<file path="config.mk">
export PLATFORM = sky130hd
export DESIGN_NAME = waveGenTop
export DESIGN_NICKNAME = d
export VERILOG_FILES = /design/src/waveGenPkg.sv /design/src/sampleTicker.sv /design/src/waveChannel.sv /design/src/dacFrameBuffer.sv /design/src/dacSpiSerializer.sv /design/src/waveGenTop.sv
export SDC_FILE = /design/constraint.sdc
export NUM_CORES = 1
export LEC_CHECK = 0
export ABC_CLOCK_PERIOD_IN_PS = 11800
export BUFFER_PORTS_ARGS = -buffer_cell sky130_fd_sc_hd__buf_4
export CAP_MARGIN = 0
export CORE_ASPECT_RATIO = 1.2
export CORE_MARGIN = 8
export CORE_UTILIZATION = 45
export DETAILED_ROUTE_END_ITERATION = 8
export PLACE_DENSITY = 0.7
export RECOVER_POWER = 100
export REMOVE_ABC_BUFFERS = 1
export SKIP_CTS_REPAIR_TIMING = 1
export SYNTH_ARGS = -nofsm -noshare
export SYNTH_HDL_FRONTEND = slang
export SYNTH_HIERARCHICAL = 1
export SYNTH_SLANG_ARGS = --single-unit
</file>
<file path="constraint.sdc">
create_clock -name clk -period 11.8 [get_ports clk]
set_input_delay 0.59 -clock clk [delete_from_list [all_inputs] [get_ports clk]]
set_output_delay 0.59 -clock clk [all_outputs]
set_load 0.05 [all_outputs]
</file>
<file path="src/waveGenPkg.sv">
package waveGenPkg;

    // Timebase and SPI framing, all in clk cycles
    localparam int SampleDiv = 2000;            // Clocks per sample strobe
    localparam int SpiDiv    = 8;               // Clocks per SPI bit
    localparam int CsGap     = 8;               // csN high between words
    localparam int LdacLen   = 8;               // ldacN low pulse
    localparam int DacBits   = 12;
    localparam int PhaseBits = 32;

    // Sample ticker counter
    localparam int SampleCntBits = $clog2(SampleDiv);
    typedef logic [SampleCntBits-1:0] sampleCnt_t;
    localparam sampleCnt_t SampleLast = sampleCnt_t'(SampleDiv - 1);

    // Serializer phase counter, sized for the longest of the three phases
    typedef logic [3:0] serCnt_t;
    localparam serCnt_t SpiHalf   = serCnt_t'(SpiDiv / 2 - 1);   // sclk rises here
    localparam serCnt_t SpiLast   = serCnt_t'(SpiDiv - 1);       // End of bit
    localparam serCnt_t CsGapLast = serCnt_t'(CsGap - 1);
    localparam serCnt_t LdacLast  = serCnt_t'(LdacLen - 1);

    typedef logic [DacBits-1:0] sample_t;       // Unsigned DAC code

    typedef enum logic [1:0]
    {
        ModeDc,
        ModeSaw,
        ModeTri,
        ModeSquare
    } waveMode_e;

    // 58 bits per channel
    typedef struct packed
    {
        waveMode_e              mode;
        logic [DacBits-1:0]     amplitude;      // 4095 is nearly full scale
        sample_t                offset;
        logic [PhaseBits-1:0]   phaseStep;
    } chanCfg_t;

    typedef struct packed
    {
        sample_t a;
        sample_t b;
    } samplePair_t;

    // DAC command word, MSB first on the wire
    typedef struct packed
    {
        logic    chanB;                         // 0 selects DAC A
        logic    bufRef;                        // Unbuffered reference
        logic    gainN;                         // 1 for gain of one
        logic    shdnN;                         // 1 keeps output active
        sample_t data;
    } dacCmd_t;

    // Built as fields, shifted as bits
    typedef union packed
    {
        dacCmd_t     cmd;
        logic [15:0] raw;
    } dacWord_u;

endpackage

</file>
<file path="src/sampleTicker.sv">
module sampleTicker
(
    input  logic clk,
    input  logic rstN,
    output logic tick
);

    waveGenPkg::sampleCnt_t cnt;

    // Free running divider, one tick per wrap
    always_ff @(posedge clk)
    begin
        if (!rstN)
        begin
            cnt  <= '0;
            tick <= 1'b0;
        end
        else
        begin
            tick <= (cnt == waveGenPkg::SampleLast);    // First tick SampleDiv clocks in
            if (cnt == waveGenPkg::SampleLast)
                cnt <= '0;
            else
                cnt <= cnt + 1'b1;
        end
    end

endmodule

</file>
<file path="src/waveChannel.sv">
module waveChannel
(
    input  logic                   clk,
    input  logic                   rstN,
    input  logic                   tick,
    input  waveGenPkg::chanCfg_t   cfg,
    output waveGenPkg::sample_t    sample,
    output logic                   sampleValid
);

    waveGenPkg::chanCfg_t             cfgQ;         // Config seen at the last tick
    logic [waveGenPkg::PhaseBits-1:0] phase;        // Accumulator
    logic [waveGenPkg::PhaseBits-1:0] shapePhase;   // Phase this sample is built from
    waveGenPkg::sample_t              shape;
    logic [2*waveGenPkg::DacBits-1:0] prod;
    logic [waveGenPkg::DacBits:0]     sum;          // One carry bit for saturation

    always_ff @(posedge clk)
    begin
        if (!rstN)
        begin
            phase       <= '0;
            sampleValid <= 1'b0;
        end
        else
        begin
            sampleValid <= tick;
            if (tick)
                phase <= phase + cfg.phaseStep;     // Step taken after sampling
        end
    end

    // Snapshot for the shaping logic below
    always_ff @(posedge clk)
    begin
        if (tick)
        begin
            cfgQ       <= cfg;
            shapePhase <= phase;
        end
    end

    // Shape from the top of the phase
    always_comb
    begin
        case (cfgQ.mode)
            waveGenPkg::ModeSaw:
                shape = shapePhase[31:20];
            waveGenPkg::ModeTri:
            begin
                // Rising half then falling half
                if (shapePhase[31])
                    shape = ~shapePhase[30:19];
                else
                    shape = shapePhase[30:19];
            end
            waveGenPkg::ModeSquare:
                shape = shapePhase[31] ? '0 : '1;   // Fixed half duty
            default:
                shape = '0;                         // DC is offset only
        endcase
    end

    // Scale by amplitude/4096, truncating
    assign prod = shape * cfgQ.amplitude;
    assign sum  = {1'b0, cfgQ.offset} + {1'b0, prod[23:12]};

    // Clamp at full scale
    assign sample = sum[waveGenPkg::DacBits] ? '1 : sum[waveGenPkg::DacBits-1:0];

endmodule

</file>
<file path="src/dacFrameBuffer.sv">
module dacFrameBuffer
(
    input  logic                     clk,
    input  logic                     rstN,
    input  waveGenPkg::samplePair_t  pair,
    input  logic                     pairValid,
    input  logic                     busy,
    output logic                     frameStart,
    output waveGenPkg::dacWord_u     wordA,
    output waveGenPkg::dacWord_u     wordB
);

    waveGenPkg::samplePair_t pairQ;     // Newest pair
    logic                    pending;
    logic                    issue;

    // Serializer raises busy one clock after frameStart
    assign issue = pending && !busy && !frameStart;

    always_ff @(posedge clk)
    begin
        if (!rstN)
        begin
            pending    <= 1'b0;
            frameStart <= 1'b0;
        end
        else
        begin
            frameStart <= issue;
            if (pairValid)
                pending <= 1'b1;            // Newer pair keeps its own frame
            else if (issue)
                pending <= 1'b0;
        end
    end

    // Pair store, overwritten by newer data
    always_ff @(posedge clk)
    begin
        if (pairValid)
            pairQ <= pair;
    end

    // Words frozen at frame issue
    always_ff @(posedge clk)
    begin
        if (issue)
        begin
            wordA.cmd.chanB  <= 1'b0;
            wordA.cmd.bufRef <= 1'b0;
            wordA.cmd.gainN  <= 1'b1;
            wordA.cmd.shdnN  <= 1'b1;
            wordA.cmd.data   <= pairQ.a;
            wordB.cmd.chanB  <= 1'b1;
            wordB.cmd.bufRef <= 1'b0;
            wordB.cmd.gainN  <= 1'b1;
            wordB.cmd.shdnN  <= 1'b1;
            wordB.cmd.data   <= pairQ.b;
        end
    end

endmodule

</file>
<file path="src/dacSpiSerializer.sv">
module dacSpiSerializer
(
    input  logic                  clk,
    input  logic                  rstN,
    input  logic                  frameStart,
    input  waveGenPkg::dacWord_u  wordA,
    input  waveGenPkg::dacWord_u  wordB,
    output logic                  busy,
    output logic                  csN,
    output logic                  sclk,
    output logic                  sdi,
    output logic                  ldacN
);

    typedef enum logic [2:0]
    {
        StIdle,
        StWordA,
        StGap,
        StWordB,
        StLoad
    } serState_e;

    serState_e           state;
    waveGenPkg::serCnt_t cnt;           // Clocks within a bit, gap or load pulse
    logic [3:0]          bitCnt;        // Bits sent of the current word
    logic [15:0]         shReg;         // MSB drives sdi
    logic [15:0]         wordBQ;        // Second word waits here

    always_ff @(posedge clk)
    begin
        if (!rstN)
        begin
            state  <= StIdle;
            cnt    <= '0;
            bitCnt <= '0;
            busy   <= 1'b0;
            csN    <= 1'b1;
            sclk   <= 1'b0;
            sdi    <= 1'b0;
            ldacN  <= 1'b1;
        end
        else
        begin
            case (state)
                StIdle:
                begin
                    if (frameStart)
                    begin
                        busy   <= 1'b1;
                        csN    <= 1'b0;
                        sdi    <= wordA.raw[15];    // First bit set up with sclk low
                        cnt    <= '0;
                        bitCnt <= '0;
                        state  <= StWordA;
                    end
                end
                StWordA, StWordB:
                begin
                    cnt <= cnt + 1'b1;
                    if (cnt == waveGenPkg::SpiHalf)
                        sclk <= 1'b1;               // DAC samples here
                    if (cnt == waveGenPkg::SpiLast)
                    begin
                        sclk <= 1'b0;
                        cnt  <= '0;
                        if (bitCnt == 4'hF)
                        begin
                            csN <= 1'b1;
                            sdi <= 1'b0;
                            if (state == StWordA)
                                state <= StGap;
                            else
                            begin
                                ldacN <= 1'b0;      // Both words in, update outputs
                                state <= StLoad;
                            end
                        end
                        else
                        begin
                            bitCnt <= bitCnt + 1'b1;
                            sdi    <= shReg[14];
                        end
                    end
                end
                StGap:
                begin
                    cnt <= cnt + 1'b1;
                    if (cnt == waveGenPkg::CsGapLast)
                    begin
                        csN    <= 1'b0;
                        sdi    <= wordBQ[15];
                        cnt    <= '0;
                        bitCnt <= '0;
                        state  <= StWordB;
                    end
                end
                StLoad:
                begin
                    cnt <= cnt + 1'b1;
                    if (cnt == waveGenPkg::LdacLast)
                    begin
                        ldacN <= 1'b1;
                        busy  <= 1'b0;
                        cnt   <= '0;
                        state <= StIdle;
                    end
                end
                default:
                    state <= StIdle;
            endcase
        end
    end

    // Shift path, loaded per word and stepped at each bit end
    always_ff @(posedge clk)
    begin
        if (state == StIdle && frameStart)
        begin
            shReg  <= wordA.raw;
            wordBQ <= wordB.raw;
        end
        else if (state == StGap && cnt == waveGenPkg::CsGapLast)
            shReg <= wordBQ;
        else if ((state == StWordA || state == StWordB) && cnt == waveGenPkg::SpiLast)
            shReg <= {shReg[14:0], 1'b0};
    end

endmodule

</file>
<file path="src/waveGenTop.sv">
module waveGenTop
(
    input  logic                  clk,
    input  logic                  rstN,
    input  waveGenPkg::chanCfg_t  cfgA,
    input  waveGenPkg::chanCfg_t  cfgB,
    output logic                  csN,
    output logic                  sclk,
    output logic                  sdi,
    output logic                  ldacN
);

    logic                    tick;
    waveGenPkg::sample_t     sampleA;
    waveGenPkg::sample_t     sampleB;
    logic                    pairValid;     // Both channels valid together
    waveGenPkg::samplePair_t pair;
    logic                    frameStart;
    logic                    busy;
    waveGenPkg::dacWord_u    wordA;
    waveGenPkg::dacWord_u    wordB;

    assign pair.a = sampleA;
    assign pair.b = sampleB;

    sampleTicker u_ticker
    (
        .clk  (clk),
        .rstN (rstN),
        .tick (tick)
    );

    waveChannel chanA
    (
        .clk         (clk),
        .rstN        (rstN),
        .tick        (tick),
        .cfg         (cfgA),
        .sample      (sampleA),
        .sampleValid (pairValid)
    );

    // Same tick, so A's valid covers B
    waveChannel chanB
    (
        .clk         (clk),
        .rstN        (rstN),
        .tick        (tick),
        .cfg         (cfgB),
        .sample      (sampleB),
        .sampleValid ()
    );

    dacFrameBuffer u_buffer
    (
        .clk        (clk),
        .rstN       (rstN),
        .pair       (pair),
        .pairValid  (pairValid),
        .busy       (busy),
        .frameStart (frameStart),
        .wordA      (wordA),
        .wordB      (wordB)
    );

    dacSpiSerializer u_serializer
    (
        .clk        (clk),
        .rstN       (rstN),
        .frameStart (frameStart),
        .wordA      (wordA),
        .wordB      (wordB),
        .busy       (busy),
        .csN        (csN),
        .sclk       (sclk),
        .sdi        (sdi),
        .ldacN      (ldacN)
    );

endmodule

</file>
# == After elaboration in Yosys (flattened, before gate mapping) ==
# Index checks and enable logic that the tools add are counted.
# totals
register_bits,286
in_bits,118
out_inout_bits,4
elab_cells,132
# op_classes
addsub,7
mul,2
n_eq_ne,21
muxes,42
bitwise_logic,3
n_reduce_logical,27
# op_table
operator,count
12-bit case mux with 3 select lines,2
32-bit adder,2
12-bit two-way mux,5
12-bit by 12-bit multiplier with 24-bit output,2
15-bit two-way mux,2
12-bit by 12-bit adder with 13-bit output,2
12-bit inverter,2
4-bit two-way mux,5
5-bit AND reduction,4
3-bit two-way mux,6
1-bit two-way mux,15
3-bit case mux with 4 select lines,1
4-bit case mux with 3 select lines,1
11-bit by 1-bit adder with 11-bit output (second input constant),1
11-bit equality test (second input constant),1
2-bit nonzero test,5
4-bit by 1-bit adder with 4-bit output (second input constant),2
2-bit equality test (second input constant),4
2-bit by 1-bit != test with 1-bit output (second input constant),4
4-bit case mux with 2 select lines,1
3-bit by 2-bit equality test with 1-bit output (second input constant),2
2-bit != test (second input constant),3
1-bit case mux with 3 select lines,2
3-bit nonzero test,2
other kinds (17),26

# == Longest topological paths before layout ==
# logic_depth
ltp_word,6
ltp_mapped,36
mapped_depth_nobuf,33

# == Modules after synthesis ==
# The synthesis kept the hierarchy.
# by_module_without_submodules
mod,instances,cells_each,area_each_um2,seq_area_each_um2
waveChannel (chanA),1,1039,9265.1,1831.8
waveChannel (chanB),1,1001,9138.8,1831.8
dacSpiSerializer,1,177,2073.2,1251.2
dacFrameBuffer,1,66,1581.5,1481.4
sampleTicker,1,58,515.5,240.2

# == Least setup slack after synthesis ==
# Ideal clock, no wire load.
# synth_path
path_type,reg-to-reg
startpoint,register chanA/cfgQ[56] in the netlist's numbering
endpoint,"register u_buffer/pairQ[22] in the netlist's numbering, data pin"
setup_ns,0.268
arrival_time_ns,7.272
required_ns,11.532
path_slack_ns,4.261
stages_incl_launch_ff,33
n_path_buf,3
synth_period_minus_slack_ns,7.539
path_cell_list,edfxtp_1 > nand2b_1 > clkbuf_1 > mux2i_1 > a22o_1 > clkbuf_1 > nand2_1 > fa_1 > fa_1 > inv_1 > ha_1 > fa_1 > inv_1 > fa_1 > inv_1 > ha_1 > a21o_1 > a211o_1 > a31oi_1 > nor2b_1 > a21oi_1 > xnor2_1 > ha_1 > fa_1 > a21o_1 > a21oi_1 > nor2b_1 > o21a_1 > o41ai_2 > o21ai_0 > o22ai_1 > buf_2 > o21ai_0
# synth_between
elab_chain_cells,4
elab_cells_between_ends,6
cone_classes,1 x add/sub; 1 x mul; 3 x eq/ne; 1 x mux
# synth_rtl
element,line,rtl
start: declaration,waveChannel.sv:11,waveGenPkg::chanCfg_t cfgQ;
start signal: assignment,waveChannel.sv:38,cfgQ <= cfg;
2-bit equality test / 2-bit by 1-bit equality test with 1-bit output (equally long branches),waveChannel.sv:46,case (cfgQ.mode)
12-bit case mux with 3 select lines (*),waveChannel.sv:46,
12-bit by 12-bit multiplier with 24-bit output (*),waveChannel.sv:65,assign prod = shape * cfgQ.amplitude;
12-bit by 12-bit adder with 13-bit output (*),waveChannel.sv:66,"assign sum = {1'b0, cfgQ.offset} + {1'b0, prod[23:12]};"
end signal: assignment,dacFrameBuffer.sv:41,pairQ <= pair;
end: declaration,dacFrameBuffer.sv:13,waveGenPkg::samplePair_t pairQ;
# Every way passes the cells marked *; elsewhere a longest branch is shown, timed or not.
# A chain may end at the register's enable or synchronous reset.

# == Worst setup path in the final report ==
# layout_path
startpoint,register chanA/cfgQ[57] in the netlist's numbering
endpoint,"register u_buffer/pairQ[22] in the netlist's numbering, data pin"
# Same word-level chain as after synthesis.

==> results.json <==
{
  "setup_tns_ps": 0,
  "hp-class": "input pin to register",
  "endpoint_kind": "register",
  "finalWirelength_um": 49700,
  "rows": 90,
  "rsz0062_at_grt": "no",
  "maxCapViolCount": 5,
  "r2r_end": "u_buffer/pairQ[22]$_DFFE_PP_",
  "slowest_delay_ps": 790,
  "cts_buffers": 29,
  "ys_warn_count": 6,
  "seq_area_um2": 6620,
  "combPwrFrac_pct": 4.6,
  "fin_crit_sh_pct": 77.7,
  "power.share.clock_pct": 45.4,
  "synth.avg_cell_area_um2": 9.64,
  "worst_pin_slew_ps": 3810,
  "finalMaxSlewViolations": 240,
  "num_vias": 16500,
  "power_density_nw_per_um2": 75.7,
  "cp_max_fo": 26,
  "clock_skew_ps": 30.5,
  "grt_pass1_vias": 17000,
  "path_clk_slew_ps": 70,
  "die_y_um": 261,
  "reg2regPathDepth": 29,
  "status": "complete, but fails checks",
  "ant_nets": 0,
  "diodes": 0,
  "crit_required_ps": 12080,
  "via_per_inst": 5.38,
  "startpoint_type": "register",
  "r2r_setup_slack_ps": 2630,
  "hold_violations": 0,
  "hold_depth": 1,
  "initial_core_util_pct": 45.2,
  "hpwlAfterDp_um": 39400,
  "clock_path_buffers": 3,
  "p_switching_w": 0.000421,
  "antenna_found_initial": 1,
  "setup_viol": 0,
  "clock_latency_ps": 580,
  "overflow": 0,
  "cts_tree": "yes",
  "drive_above_1_share_pct": 7.62,
  "path_buf_inv": 3,
  "drt_first_pass_iters": 5,
  "nFillCells": 4608,
  "nets": 2931,
  "core-area_um2": 49900,
  "p_leak_nw": 11.2,
  "io_buffer_count": 121,
  "p_seq_share_pct": 50.0,
  "path_class": "register to register",
  "netlist_instances": 2340,
  "post_drt_wl_per_cell_um": 16.2,
  "gp_congestion": 0.890,
  "syn-cell-area_um2": 22600,
  "multiInputGateArea_um2": 14300,
  "hp-start": "cfgA[52]",
  "rr_startpoint": "chanA/cfgQ[57]$_DFFE_PP_",
  "setup_ws_ps": 2630,
  "clockRootBuffer": "clkbuf_16",
  "critPathTopFamily": "compound AO/OA/AOI/OAI gates",
  "fp.dieW_um": 220,
  "io_pins": 122,
  "critical_path_arrival_ps": 9460,
  "p_sw_share_pct": 22.6,
  "syn_to_final_growth_pct": 9.22,
  "p_total_w": 0.00186,
  "worst_path_most_repeated_cell": "fa_1",
  "final_cell_mix": "inv_1, nand2_1, ha_1",
  "violations": "max-capacitance violations, max-slew violations",
  "vdd_drop_max_v": 0.000101,
  "timing.fmax_ghz": 0.109,
  "die_area_um2": 57600,
  "drt_iter0_markers": 717,
  "slew_headroom_pct": -154,
  "cts.htree.levels": 1,
  "final.min_clock_period_ps": 9170,
  "clkSinkCount": 252,
  "pre_cts_ws_ps": 3100,
  "cp_slowest_cell": "edfxtp_1",
  "track_usage_pct": 17.2,
  "holdPathEnd": "chanA/cfgQ[52]$_DFFE_PP_",
  "drc": 0,
  "grt_max_degree": 68,
  "grt_pass1_wl_um": 81500,
  "power.internal_w": 0.00144
}
[per-stage QoR]
stage                     instances  cell area [µm²]  util, %  hold slack (ps)
final                          3071            24600     49.4              208
after global routing           3071            24600     49.4              190
after CTS                      3071            24800     49.7              151
after detailed placement       3017            23900     47.9              405
after global placement         3017            23900     47.9              401
after floorplan                2247            22100        -              400
[worst max path at each step]
stage / start / end / slack [ps] / cells past startpoint
after floorplan: chanA/cfgQ[57]$_DFFE_PP_ / u_buffer/pairQ[22]$_DFFE_PP_ / 4070 / 29
after global placement: chanA/cfgQ[57]$_DFFE_PP_ / u_buffer/pairQ[22]$_DFFE_PP_ / 3390 / 29
after detailed placement: chanA/cfgQ[57]$_DFFE_PP_ / u_buffer/pairQ[22]$_DFFE_PP_ / 3100 / 29
after CTS: chanA/cfgQ[57]$_DFFE_PP_ / u_buffer/pairQ[22]$_DFFE_PP_ / 3080 / 29
after global routing: chanA/cfgQ[57]$_DFFE_PP_ / u_buffer/pairQ[22]$_DFFE_PP_ / 1910 / 29
final: chanA/cfgQ[57]$_DFFE_PP_ / u_buffer/pairQ[22]$_DFFE_PP_ / 2630 / 29
[final cells by class]
class	count	area share, %
Clock buffer	34	3.14
Clock inverter	20	0.518
Timing Repair Buffer	126	3.43
Multi-Input combinational cell	1693	58.2
Tap cell	644	3.27
Sequential cell	252	26.9
Inverter	302	4.61
[flip-flops by register name (all words and copies together), names as in the netlist, 3 cells and up]
name,count
chanA/cfgQ,26
chanB/phase,32
u_buffer/wordB,12
u_buffer/pairQ,24
u_serializer/wordBQ,16
u_serializer/cnt,4
u_serializer/shReg,15
u_ticker/cnt,11
u_buffer/wordA,12
chanB/cfgQ,26
u_serializer/state,3
chanA/shapePhase,13
chanB/shapePhase,13
chanA/phase,32
u_serializer/bitCnt,4
[per-layer routing]
layer  vias to the layer above  track usage (%)  routed length, µm
met1                      8061             20.5              20900
met2                       353             31.7              25400
met4                         2             4.82               1250
met5                         -                0                 13
met3                        80             2.59               2170
li1                       8016                -                  -
[power by group through the flow]
stage	Clock [W]	Sequential, W	Combinational (W)
after global routing	0.000906	0.000932	0.0000940
after floorplan	0	0.000951	0.0000404
final	0.000846	0.000932	0.0000859
after CTS	0.000877	0.000932	0.0000895
after global placement	0	0.000950	0.0000869
after detailed placement	0	0.000951	0.0000888
[worst register-to-register path: cells and delay by family (launching register included)]
family	cells	cell delay, ps
simple gates	5	870
compound gates	13	3810
fa+ha+maj	7	3080
buf+inv	3	130
xor+xnor	1	160
flops	1	790
(Power assumes the default switching activity.)
